<file path="config.mk">
export PLATFORM = sky130hd
export DESIGN_NAME = icb_bus_1to8
export DESIGN_NICKNAME = d
export VERILOG_FILES = /design/src/icb_bus_pkg.sv /design/src/icb_bus_1to8.sv /design/src/icb_splitter.sv /design/src/icb_addr_decode.sv /design/src/icb_cmd_buffer.sv
export SDC_FILE = /design/constraint.sdc
export NUM_CORES = 1
export LEC_CHECK = 0
export BUFFER_PORTS_ARGS = -buffer_cell sky130_fd_sc_hd__buf_2
export CORE_AREA = 4 4 374 376
export DETAILED_ROUTE_END_ITERATION = 7
export DIE_AREA = 0 0 378 380
export GPL_ROUTABILITY_DRIVEN = 0
export GPL_TIMING_DRIVEN = 0
export PLACE_DENSITY = 0.39
export SYNTH_ARGS = -nofsm -noshare
export SYNTH_HDL_FRONTEND = slang
export SYNTH_SLANG_ARGS = --single-unit
</file>
<file path="constraint.sdc">
create_clock -name clk -period 11.2 [get_ports clk]
set_clock_uncertainty 0.15 [all_clocks]
set_input_delay 0.56 -clock clk [delete_from_list [all_inputs] [get_ports clk]]
set_output_delay 0.56 -clock clk [all_outputs]
set_load 0.005 [all_outputs]
</file>
<file path="src/icb_bus_pkg.sv">
`default_nettype none

package icb_bus_pkg;

  localparam int ADDR_W = 32;
  localparam int DATA_W = 32;
  localparam int MASK_W = DATA_W / 8;

  localparam int TGT_NUM = 8;
  localparam int SEL_W   = TGT_NUM + 1; // top bit is the default slot.

  // targets 0 to 6 take 4 KiB each, target 7 takes a 64 KiB window.
  localparam logic [ADDR_W-1:0] TGT_BASE [TGT_NUM] = '{
    32'h1000_0000,
    32'h1000_1000,
    32'h1000_2000,
    32'h1000_3000,
    32'h1000_4000,
    32'h1000_5000,
    32'h1000_6000,
    32'h2000_0000
  };

  localparam int TGT_REGION_LSB [TGT_NUM] = '{12, 12, 12, 12, 12, 12, 12, 16};

  localparam int OUTS_MAX = 2;
  localparam int OUTS_W   = $clog2(OUTS_MAX + 1);

  typedef logic [OUTS_W-1:0] outs_cnt_t;

  typedef enum logic {
    ICB_WRITE = 1'b0,
    ICB_READ  = 1'b1
  } icb_op_e;

  typedef struct packed {
    logic [ADDR_W-1:0] addr;
    icb_op_e           op;
    logic [DATA_W-1:0] wdata;
    logic [MASK_W-1:0] wmask;
  } icb_cmd_t;

  typedef struct packed {
    logic              err;
    logic [DATA_W-1:0] rdata;
  } icb_rsp_t;

endpackage

`default_nettype wire
</file>
<file path="src/icb_bus_1to8.sv">
`timescale 1ns/1ps
`default_nettype none

module icb_bus_1to8 (
  input  wire                              clk,
  input  wire                              i_rst_n,
  input  wire  [icb_bus_pkg::TGT_NUM-1:0]  i_tgt_en,
  input  wire                              i_cmd_valid,
  output logic                             o_cmd_ready,
  input  icb_bus_pkg::icb_cmd_t            i_cmd,
  output logic                             o_rsp_valid,
  input  wire                              i_rsp_ready,
  output icb_bus_pkg::icb_rsp_t            o_rsp,
  output logic [icb_bus_pkg::TGT_NUM-1:0]  o_tgt_cmd_valid,
  input  wire  [icb_bus_pkg::TGT_NUM-1:0]  i_tgt_cmd_ready,
  output icb_bus_pkg::icb_cmd_t            o_tgt_cmd [icb_bus_pkg::TGT_NUM],
  input  wire  [icb_bus_pkg::TGT_NUM-1:0]  i_tgt_rsp_valid,
  output logic [icb_bus_pkg::TGT_NUM-1:0]  o_tgt_rsp_ready,
  input  icb_bus_pkg::icb_rsp_t            i_tgt_rsp [icb_bus_pkg::TGT_NUM]
);

  logic                          buf_cmd_valid;
  logic                          buf_cmd_ready;
  icb_bus_pkg::icb_cmd_t         buf_cmd;
  logic [icb_bus_pkg::SEL_W-1:0] buf_sel;

  icb_cmd_buffer u_cmd_buffer (
    .clk         (clk),
    .i_rst_n     (i_rst_n),
    .i_cmd_valid (i_cmd_valid),
    .o_cmd_ready (o_cmd_ready),
    .i_cmd       (i_cmd),
    .o_cmd_valid (buf_cmd_valid),
    .i_cmd_ready (buf_cmd_ready),
    .o_cmd       (buf_cmd)
  );

  // decode works on the buffered command.
  icb_addr_decode u_addr_decode (
    .i_addr   (buf_cmd.addr),
    .i_tgt_en (i_tgt_en),
    .o_sel    (buf_sel)
  );

  icb_splitter u_splitter (
    .clk             (clk),
    .i_rst_n         (i_rst_n),
    .i_sel           (buf_sel),
    .i_cmd_valid     (buf_cmd_valid),
    .o_cmd_ready     (buf_cmd_ready),
    .i_cmd           (buf_cmd),
    .o_rsp_valid     (o_rsp_valid),
    .i_rsp_ready     (i_rsp_ready),
    .o_rsp           (o_rsp),
    .o_tgt_cmd_valid (o_tgt_cmd_valid),
    .i_tgt_cmd_ready (i_tgt_cmd_ready),
    .o_tgt_cmd       (o_tgt_cmd),
    .i_tgt_rsp_valid (i_tgt_rsp_valid),
    .o_tgt_rsp_ready (o_tgt_rsp_ready),
    .i_tgt_rsp       (i_tgt_rsp)
  );

endmodule

`default_nettype wire

</file>
<file path="src/icb_splitter.sv">
`timescale 1ns/1ps
`default_nettype none

module icb_splitter (
  input  wire                              clk,
  input  wire                              i_rst_n,
  input  wire [icb_bus_pkg::SEL_W-1:0]     i_sel,
  input  wire                              i_cmd_valid,
  output logic                             o_cmd_ready,
  input  icb_bus_pkg::icb_cmd_t            i_cmd,
  output logic                             o_rsp_valid,
  input  wire                              i_rsp_ready,
  output icb_bus_pkg::icb_rsp_t            o_rsp,
  output logic [icb_bus_pkg::TGT_NUM-1:0]  o_tgt_cmd_valid,
  input  wire  [icb_bus_pkg::TGT_NUM-1:0]  i_tgt_cmd_ready,
  output icb_bus_pkg::icb_cmd_t            o_tgt_cmd [icb_bus_pkg::TGT_NUM],
  input  wire  [icb_bus_pkg::TGT_NUM-1:0]  i_tgt_rsp_valid,
  output logic [icb_bus_pkg::TGT_NUM-1:0]  o_tgt_rsp_ready,
  input  icb_bus_pkg::icb_rsp_t            i_tgt_rsp [icb_bus_pkg::TGT_NUM]
);

  localparam int DEF = icb_bus_pkg::SEL_W - 1;

  icb_bus_pkg::outs_cnt_t        outs_cnt_q;
  logic [icb_bus_pkg::SEL_W-1:0] sel_q;
  logic                          outs_busy;
  logic                          cmd_stall;
  logic                          cmd_hsk;
  logic                          rsp_hsk;
  logic                          tgt_rsp_vld;
  icb_bus_pkg::icb_rsp_t         tgt_rsp_mux;
  icb_bus_pkg::icb_rsp_t         def_rsp;

  assign outs_busy = (outs_cnt_q != '0);

  // a new command waits while the limit is reached or a different target is in flight.
  assign cmd_stall = (outs_cnt_q == icb_bus_pkg::outs_cnt_t'(icb_bus_pkg::OUTS_MAX))
                   | (outs_busy & (i_sel != sel_q));

  // the default slot takes commands at once.
  assign o_cmd_ready = ~cmd_stall
                     & (i_sel[DEF] | (|(i_sel[icb_bus_pkg::TGT_NUM-1:0] & i_tgt_cmd_ready)));

  assign o_tgt_cmd_valid = {icb_bus_pkg::TGT_NUM{i_cmd_valid & ~cmd_stall}}
                         & i_sel[icb_bus_pkg::TGT_NUM-1:0];

  for (genvar g = 0; g < icb_bus_pkg::TGT_NUM; g++) begin : g_tgt
    assign o_tgt_cmd[g] = i_cmd;
    assign o_tgt_rsp_ready[g] = outs_busy & sel_q[g] & i_rsp_ready;
  end

  assign cmd_hsk = i_cmd_valid & o_cmd_ready;
  assign rsp_hsk = o_rsp_valid & i_rsp_ready;

  always_comb begin
    tgt_rsp_vld = 1'b0;
    tgt_rsp_mux = '0;
    for (int i = 0; i < icb_bus_pkg::TGT_NUM; i++) begin
      if (sel_q[i]) begin
        tgt_rsp_vld = i_tgt_rsp_valid[i];
        tgt_rsp_mux = i_tgt_rsp[i];
      end
    end
  end

  // unmapped commands get an error with zero data.
  assign def_rsp.err   = 1'b1;
  assign def_rsp.rdata = '0;

  assign o_rsp_valid = outs_busy & (sel_q[DEF] | tgt_rsp_vld);
  assign o_rsp       = sel_q[DEF] ? def_rsp : tgt_rsp_mux;

  always_ff @(posedge clk) begin
    if (!i_rst_n) begin
      outs_cnt_q <= '0;
      sel_q      <= '0;
    end else begin
      if (cmd_hsk && !rsp_hsk) begin
        outs_cnt_q <= outs_cnt_q + icb_bus_pkg::outs_cnt_t'(1);
      end else if (rsp_hsk && !cmd_hsk) begin
        outs_cnt_q <= outs_cnt_q - icb_bus_pkg::outs_cnt_t'(1);
      end
      if (cmd_hsk) sel_q <= i_sel; // unchanged while busy, since the select must match.
    end
  end

endmodule

`default_nettype wire

</file>
<file path="src/icb_addr_decode.sv">
`timescale 1ns/1ps
`default_nettype none

module icb_addr_decode (
  input  wire [icb_bus_pkg::ADDR_W-1:0]  i_addr,
  input  wire [icb_bus_pkg::TGT_NUM-1:0] i_tgt_en,
  output logic [icb_bus_pkg::SEL_W-1:0]  o_sel
);

  logic [icb_bus_pkg::TGT_NUM-1:0] hit;

  for (genvar g = 0; g < icb_bus_pkg::TGT_NUM; g++) begin : g_region
    // bits below the region lsb are masked off before the compare.
    assign hit[g] = i_tgt_en[g]
                  & (((i_addr ^ icb_bus_pkg::TGT_BASE[g])
                     & ({icb_bus_pkg::ADDR_W{1'b1}} << icb_bus_pkg::TGT_REGION_LSB[g]))
                     == '0);
  end

  // regions never overlap, so at most one hit is set.
  assign o_sel = {~|hit, hit};

endmodule

`default_nettype wire

</file>
<file path="src/icb_cmd_buffer.sv">
`timescale 1ns/1ps
`default_nettype none

module icb_cmd_buffer (
  input  wire                   clk,
  input  wire                   i_rst_n,
  input  wire                   i_cmd_valid,
  output logic                  o_cmd_ready,
  input  icb_bus_pkg::icb_cmd_t i_cmd,
  output logic                  o_cmd_valid,
  input  wire                   i_cmd_ready,
  output icb_bus_pkg::icb_cmd_t o_cmd
);

  icb_bus_pkg::icb_cmd_t mem [2];
  logic                  wr_ptr_q;
  logic                  rd_ptr_q;
  logic [1:0]            cnt_q;
  logic [1:0]            cnt_nxt;
  logic                  full_q;
  logic                  push;
  logic                  pop;

  assign push = i_cmd_valid & o_cmd_ready;
  assign pop  = o_cmd_valid & i_cmd_ready;

  assign o_cmd_ready = ~full_q; // no combinational path from i_cmd_ready.
  assign o_cmd_valid = (cnt_q != 2'd0);
  assign o_cmd       = mem[rd_ptr_q];

  always_comb begin
    cnt_nxt = cnt_q;
    if (push && !pop) begin
      cnt_nxt = cnt_q + 2'd1;
    end else if (pop && !push) begin
      cnt_nxt = cnt_q - 2'd1;
    end
  end

  always_ff @(posedge clk) begin
    if (!i_rst_n) begin
      wr_ptr_q <= 1'b0;
      rd_ptr_q <= 1'b0;
      cnt_q    <= 2'd0;
      full_q   <= 1'b0;
    end else begin
      if (push) wr_ptr_q <= ~wr_ptr_q;
      if (pop)  rd_ptr_q <= ~rd_ptr_q;
      cnt_q  <= cnt_nxt;
      full_q <= (cnt_nxt == 2'd2);
    end
  end

  // storage is written only on a push, so it needs no reset.
  always_ff @(posedge clk) begin
    if (push) mem[wr_ptr_q] <= i_cmd;
  end

endmodule

`default_nettype wire

</file>
==> impl_metrics.tcl, run 1 <==
set metrics [dict create \
    ir_drop_uv 98.7 \
    start_kind "register" \
    endpoint "o_tgt_cmd_valid[1]" \
    worst_setup_path_end_kind "primary output" \
    swShare_pct 38.0 \
    critPathArrivalTime_ps 4990 \
    post-synth-top-area-cell "edfxtp_1" \
    yosysWarnings 0 \
    design_area_sq_mm 0.0203 \
    via_count 12700 \
    start_util_pct 9.15 \
    cts_resized 0 \
    grt_pass1_vias 12600 \
    dp_slack_ps 5830 \
    ant_nets 0 \
    max_slew_margin_pct 24.1 \
    tightest_slew_ps 1140 \
    r2r_end "u_splitter.outs_cnt_q[1]" \
    vias_per_cell 3.09 \
    fin_crit_ps 5700 \
    internal_power_mw 2.39 \
    routedWlPerCell_um 19.6 \
    synthTopCellsByArea "edfxtp_1 (33%), buf_4 (29%), mux2_2 (5.8%)" \
    antenna_found_initial 37 \
    grt_overflow_total 0 \
    ys_async_sr_fraction_pct 0 \
    ys_seq_area_share_pct 35.8 \
    drv_slew 0 \
    worstSetupPathType "reg -> out" \
    netSwitchingPower_mw 1.47 \
    grt_setup_unrepaired "false" \
    cp.required_ps 10490 \
    synthesis.nets 1681 \
    setup_viol 0 \
    dpl.hpwl_um 70400 \
    fillers 15800 \
    final-hold-violation-count 0 \
    grt_max_degree 45 \
    die-height_um 380 \
    place_inst 4079 \
    nNetsFinal 2667 \
    synth_cell_types 61 \
    clk_path_buf_depth 2 \
    fmax_mhz 176 \
    r2r_slack_ps 6030 \
    clk_pin_slew_worst_paths_ps 90 \
    ys.flop_type "edfxtp_1" \
    area_delta_synth_final_pct 62.3 \
    synth_top_area_share_pct 33.1 \
    top_level_ports 964 \
    ys_seq_elements 155 \
    setup_tns_ps 0 \
    wirelength_um 80900 \
    finalCoreUtilization_pct 14.9 \
    postCtsHoldBufs 0 \
    status "finished clean" \
    synthCells 1318 \
    cts-root-buf "clkbuf_16" \
    clk_latency_ps 490 \
    post_cts_buffers 0 \
    drcViolationCount 0 \
    power.density_mw_per_mm2 190 \
    cts.sinks 155 \
    core-area_sq_mm 0.137 \
    dpl_cell_area_sq_mm 0.0197 \
    dieArea_sq_mm 0.144 \
    fin_ws_ps 5500 \
    grt_pass1_wl_um 106000 \
    grt.total_usage_pct 10.7 \
    hp-class "in -> reg" \
    drtIter0Drc 432 \
    p_leak_nw 9.27 \
    p_clk_share_pct 16.2 \
    post_layout_nonfiller_instances 4122 \
    io_buffers 963 \
    cts_max_level 4 \
    drive_gt1_share_pct 67.5 \
    maxCapViolCount 0 \
    cts_tree "done" \
    first_pass_iters 5 \
    min_period_over_period_pct 50.9 \
    die_x_um 378 \
    syn_area_per_cell_sq_um 9.50 \
    netlist_area_sq_mm 0.0125 \
    ff2ff_path_depth 14 \
    synth_edf_count 138 \
    comb_power_share_pct 64.8 \
    p_seq_share_pct 18.9 \
    cp_max_fo 10 \
    num_rows 136 \
    numCtsBuffers 17 \
]
sequential cells by signal (all words and copies together), names as in the netlist, named ones only:
signal / flops
u_cmd_buffer.mem: 138
u_splitter.sel_q: 9
u_cmd_buffer.cnt_q: 2
u_splitter.outs_cnt_q: 2
u_cmd_buffer.full_q: 1
u_cmd_buffer.rd_ptr_q: 1
u_cmd_buffer.wr_ptr_q: 1
metal layers:
layer / wire, um / up-vias / track usage, %
met4: 1790 / 26 / 2.63
li1: - / 6103 / -
met2: 43600 / 557 / 20.7
met1: 30400 / 5949 / 11.3
met5: 155 / - / 0
met3: 5020 / 93 / 2.79
final cells by class:
cell class              instances  area (sq um)  share of cell area (%)
flip-flops and latches        155          4480                    22.1
well taps                    1794          2240                    11.0
clock inverters                15           190                   0.936
multi-input cells             593          4070                    20.0
diodes                         11          27.5                   0.135
plain buffers                 553          3910                    19.2
inverters                      17          63.8                   0.314
clock buffers                  17           425                    2.09
repair buffers                967          4900                    24.1
critical path: stages (launching register included):
cell       delay [ps]
dfxtp_1           360
buf_6             200
clkbuf_1          810
a22oi_1           610
nor4b_2           700
buf_4             290
o211ai_1          100
a22oi_1           290
o2111ai_1         250
a21o_1            230
clkbuf_1          210
nor3_1            270
buf_2             160
worst min-delay path by stage:
stage / slack, ps / to / from / cells after the start
finish: 120 / u_cmd_buffer.mem[1][49] / i_cmd[49] / 1
floorplan: 310 / u_cmd_buffer.cnt_q[0] / u_cmd_buffer.cnt_q[0] / 2
global route: 80 / u_cmd_buffer.mem[1][20] / i_cmd[20] / 1
CTS: 60 / u_cmd_buffer.mem[0][1] / i_cmd[1] / 1
global placement: 330 / u_splitter.outs_cnt_q[1] / u_splitter.outs_cnt_q[1] / 2
detailed placement: 340 / u_cmd_buffer.cnt_q[0] / u_cmd_buffer.cnt_q[0] / 2
through the flow:
| step | power [mW] | hold slack (ps) |
|---|---|---|
| CTS | 3.98 | 56.6 |
| global placement | 3.33 | 331 |
| detailed placement | 3.32 | 342 |
| finish | 3.85 | 120 |
| floorplan | 2.12 | 307 |
| global route | 4.13 | 78.9 |
synth_stat cells, types with 2 or more instances:
cell      number
a211oi_1       3
a21boi_0       3
a21boi_1       6
a21o_1         3
a21oi_1       36
a221oi_1      34
a22oi_1        2
a311oi_1       2
and2_1         5
and3_1        10
buf_1         11
buf_2          2
buf_4        484
buf_6          2
clkbuf_1      54
dfxtp_1       17
edfxtp_1     138
ha_1           2
inv_1         17
mux2_2        64
mux2_4         2
mux2i_1       71
nand2_1       90
nand3_1        4
nand4b_1       3
nor2_1        37
nor2b_1       38
nor3_1        41
nor3b_1        3
nor4_1         5
nor4b_1        4
nor4b_2        2
o211ai_1       6
o21a_1         3
o21ai_0       78
o22ai_1        2
or3_1          7
xnor2_1        4
power by group through the flow:
stage               Clock [mW]  Sequential, mW  Combinational [mW]
global placement             0           0.755                2.58
floorplan                    0           0.741                1.38
CTS                      0.663           0.731                2.59
global route             0.681           0.736                2.71
detailed placement           0           0.744                2.58
finish                   0.625           0.729                2.50
kinds of logic after synthesis:
group | after synthesis | share of synthesized area (%)
mux | 137 | 11.7
fa+ha+maj | 2 | 0.200
buf+inv | 570 | 31.7
flops | 155 | 35.8
simple gates | 259 | 10.6
compound gates | 190 | 9.64
xor+xnor | 5 | 0.350
placed cells by master, fill, tap and decap left out, drive strengths merged, types with 5 or more instances in the layout:
master / n
buf: 1466
edfxtp: 138
nand2: 90
o21ai: 78
mux2i: 71
clkbuf: 71
mux2: 66
nor3: 41
nor2b: 38
nor2: 37
a21oi: 37
a221oi: 34
inv: 26
dfxtp: 17
diode: 11
and3: 10
a21boi: 9
or3: 7
o211ai: 6
nor4: 6
nor4b: 6
and2: 5
clkinv: 5
(Power assumes the default switching activity.)
==> run 2, diff against run 1 <==
Settings changed: ABC_AREA set to 1, CORE_AREA 4 4 374 376 to 4 4 377 379, DIE_AREA 0 0 378 380 to 0 0 381 383.
Clock period 11.2 ns to 5.5 ns, I/O delays scaled along.
==> run 2 against run 1 <==
Against the previous run:
- utilization is 0.52 points higher
- first-iteration DRC count up 110%
- critical endpoint is now o_rsp[24]
- flip-flop and latch count did not move
- largest cell class unchanged
- sequential power up 120%
- synthesized cell count up 24%
- area after synthesis grew 1.4%
- total power grew to 3.3 times the previous value
==> impl_metrics.tcl, run 2 <==
set metrics [dict create \
    core-area_sq_mm 0.139 \
    wirelength_um 78800 \
    worstSetupPathType "reg -> out" \
    post-synth-top-area-cell "edfxtp_1" \
    ys_async_sr_fraction_pct 0 \
    die-height_um 383 \
    antenna_found_initial 14 \
    cts.sinks 155 \
    num_rows 137 \
    nNetsFinal 3057 \
    min_from "i_tgt_en[2]" \
    setup_tns_ps 0 \
    final-hold-violation-count 0 \
    mostFrequentLayoutCell "buf_2" \
    status "finished clean" \
    layout_common_cells "buf_2 (964), buf_4 (487), nand2_1 (376)" \
    synthTopCellsByArea "edfxtp_1 (33%), buf_4 (29%), nand2_1 (11%)" \
    post_cts_buffers 0 \
    ys_seq_elements 155 \
    cts_resized 0 \
    clk_latency_ps 480 \
    cp-startpoint "u_splitter.sel_q[1]" \
    design_area_sq_mm 0.0213 \
    area_delta_synth_final_pct 68.1 \
    cp.required_ps 5080 \
    top_level_ports 964 \
    power.density_mw_per_mm2 602 \
    synth_cell_types 31 \
    drcViolationCount 0 \
    cts_tree "done" \
    worst_setup_path_end_kind "primary output" \
    grt_pass1_vias 13700 \
    hp-class "in -> reg" \
    vias_per_cell 3.17 \
    cp_max_fo 10 \
    p_leak_nw 10.7 \
    largest_reg_flops 138 \
    dpl_cell_area_sq_mm 0.0200 \
    setup_viol 0 \
    synthMostInstantiatedCell "buf_4" \
    start_util_pct 9.14 \
    synthCells 1629 \
    yosysWarnings 0 \
    clk_path_buf_depth 2 \
    max_slew_margin_pct 22.9 \
    dpl.hpwl_um 66900 \
    netlist_area_sq_mm 0.0127 \
    start_kind "register" \
    fillers 16100 \
    reg.largest.list "u_cmd_buffer.mem: 138 flops, u_splitter.sel_q: 9 flops" \
    grt_setup_unrepaired "false" \
    via_count 14300 \
    ir_drop_uv 196 \
    synth_top_area_share_pct 32.6 \
    critPathArrivalTime_ps 3760 \
    first_pass_iters 5 \
    drv_slew 0 \
    io_buffers 963 \
    drive_gt1_share_pct 56.9 \
    ant_nets 0 \
    cts-root-buf "clkbuf_16" \
    fmax_mhz 239 \
    ys_seq_area_share_pct 35.3 \
    grt_overflow_total 0 \
    min_period_over_period_pct 76.0 \
    grt_max_degree 28 \
    syn_area_per_cell_sq_um 7.79 \
    drtIter0Drc 926 \
    ys.flop_type "edfxtp_1" \
    grt_pass1_wl_um 105000 \
    cts_max_level 4 \
    maxCapViolCount 0 \
    tightest_slew_ps 1160 \
    fin_crit_ps 4180 \
    synthesis.nets 1992 \
    numCtsBuffers 17 \
    grt.total_usage_pct 10.1 \
    top_register "u_cmd_buffer.mem" \
    die_x_um 381 \
    routedWlPerCell_um 17.4 \
    clk_pin_slew_worst_paths_ps 80 \
    dieArea_sq_mm 0.146 \
    synth_edf_count 138 \
    ys_top_cells_by_count "buf_4 (485), nand2_1 (376), edfxtp_1 (138), nand3_1 (118), o21ai_0 (86)" \
]
run 2: changes by cell type after synthesis, moves of 34 or more:
| cell | previous run | this run |
|---|---|---|
| inv_1 | 17 | 74 |
| a221oi_1 | 34 | 0 |
| nor2b_1 | 38 | 0 |
| nand3_1 | 4 | 118 |
| a21oi_1 | 36 | 79 |
| mux2_2 | 64 | 0 |
| mux2i_1 | 71 | 0 |
| o211ai_1 | 6 | 64 |
| nand2_1 | 90 | 376 |
run 2: power breakdown:
part	internal [mW]	switching (mW)
logic	4.72	5.28
clock network	0.617	0.633
registers	1.50	0.0848
run 2: area by class of cell:
cell class                      instances  area, sq um  area share, %
Antenna cell                            8         20.0         0.0938
Buffer                                559         3960           18.5
Clock buffer                           17          425           1.99
Clock inverter                         15          191          0.897
Inverter                               83          314           1.47
Multi-Input combinational cell        832         3960           18.6
Sequential cell                       155         4480           21.0
Tap cell                             1807         2260           10.6
Timing Repair Buffer                 1046         5720           26.8
run 2: worst paths after layout:
path / end / slack [ps] / depth (start not counted)
min: u_splitter.sel_q[2] / 110 / 5
max: o_rsp[24] / 1320 / 12
min reg2reg: u_cmd_buffer.rd_ptr_q / 330 / 1
max reg2reg: u_splitter.outs_cnt_q[1] / 1370 / 24
run 2: critical path, cell delays in order (launching register included):
cell and delay, ps:
dfxtp_1 310, clkbuf_1 310, inv_2 380, buf_1 690, nand3_1 420, nand3_1 170, o211ai_1 100, nand3_1 100
o21ai_0 240, nand2_1 140, o211ai_1 90, a21oi_1 150, buf_2 150
run 2: through the flow:
stage | power (mW) | instances | hold WS, ps | setup slack (ps) | util (%)
3_5_place_dp | 11.7 | 4412 | 303 | 1180 | 14.4
2_1_floorplan | 7.05 | 1629 | 224 | 1490 | -
5_1_grt | 13.9 | 4518 | 93.5 | 742 | 15.4
6_report | 12.8 | 4522 | 109 | 1320 | 15.4
3_3_place_gp | 11.7 | 4399 | 294 | -1780 | 14.2
4_1_cts | 13.1 | 4514 | 48.9 | 1010 | 15.4
run 2: repair_timing:
action	4_1_cts	5_1_grt
setup endpoints to repair	0	0
hold endpoints to repair	145	0
hold buffers	70	0
run 2: layer usage:
| layer | wire [um] | GRT usage [%] | vias up |
|---|---|---|---|
| met5 | 15 | 0 | - |
| met4 | 1010 | 1.96 | 4 |
| met3 | 5690 | 3.08 | 60 |
| met2 | 36500 | 16.3 | 614 |
| met1 | 35500 | 13.4 | 6600 |
| li1 | - | - | 7036 |
run 2: cell families (layout without fill, tap and decap cells):
logic type	after synthesis	in the layout	share of synthesized area [%]
simple gates	583	583	19.7
other cells	0	8	0
fa+ha+maj	2	2	0.197
flops	155	155	35.3
xor+xnor	2	2	0.138
buf+inv	642	1720	33.7
compound gates	245	245	11.0
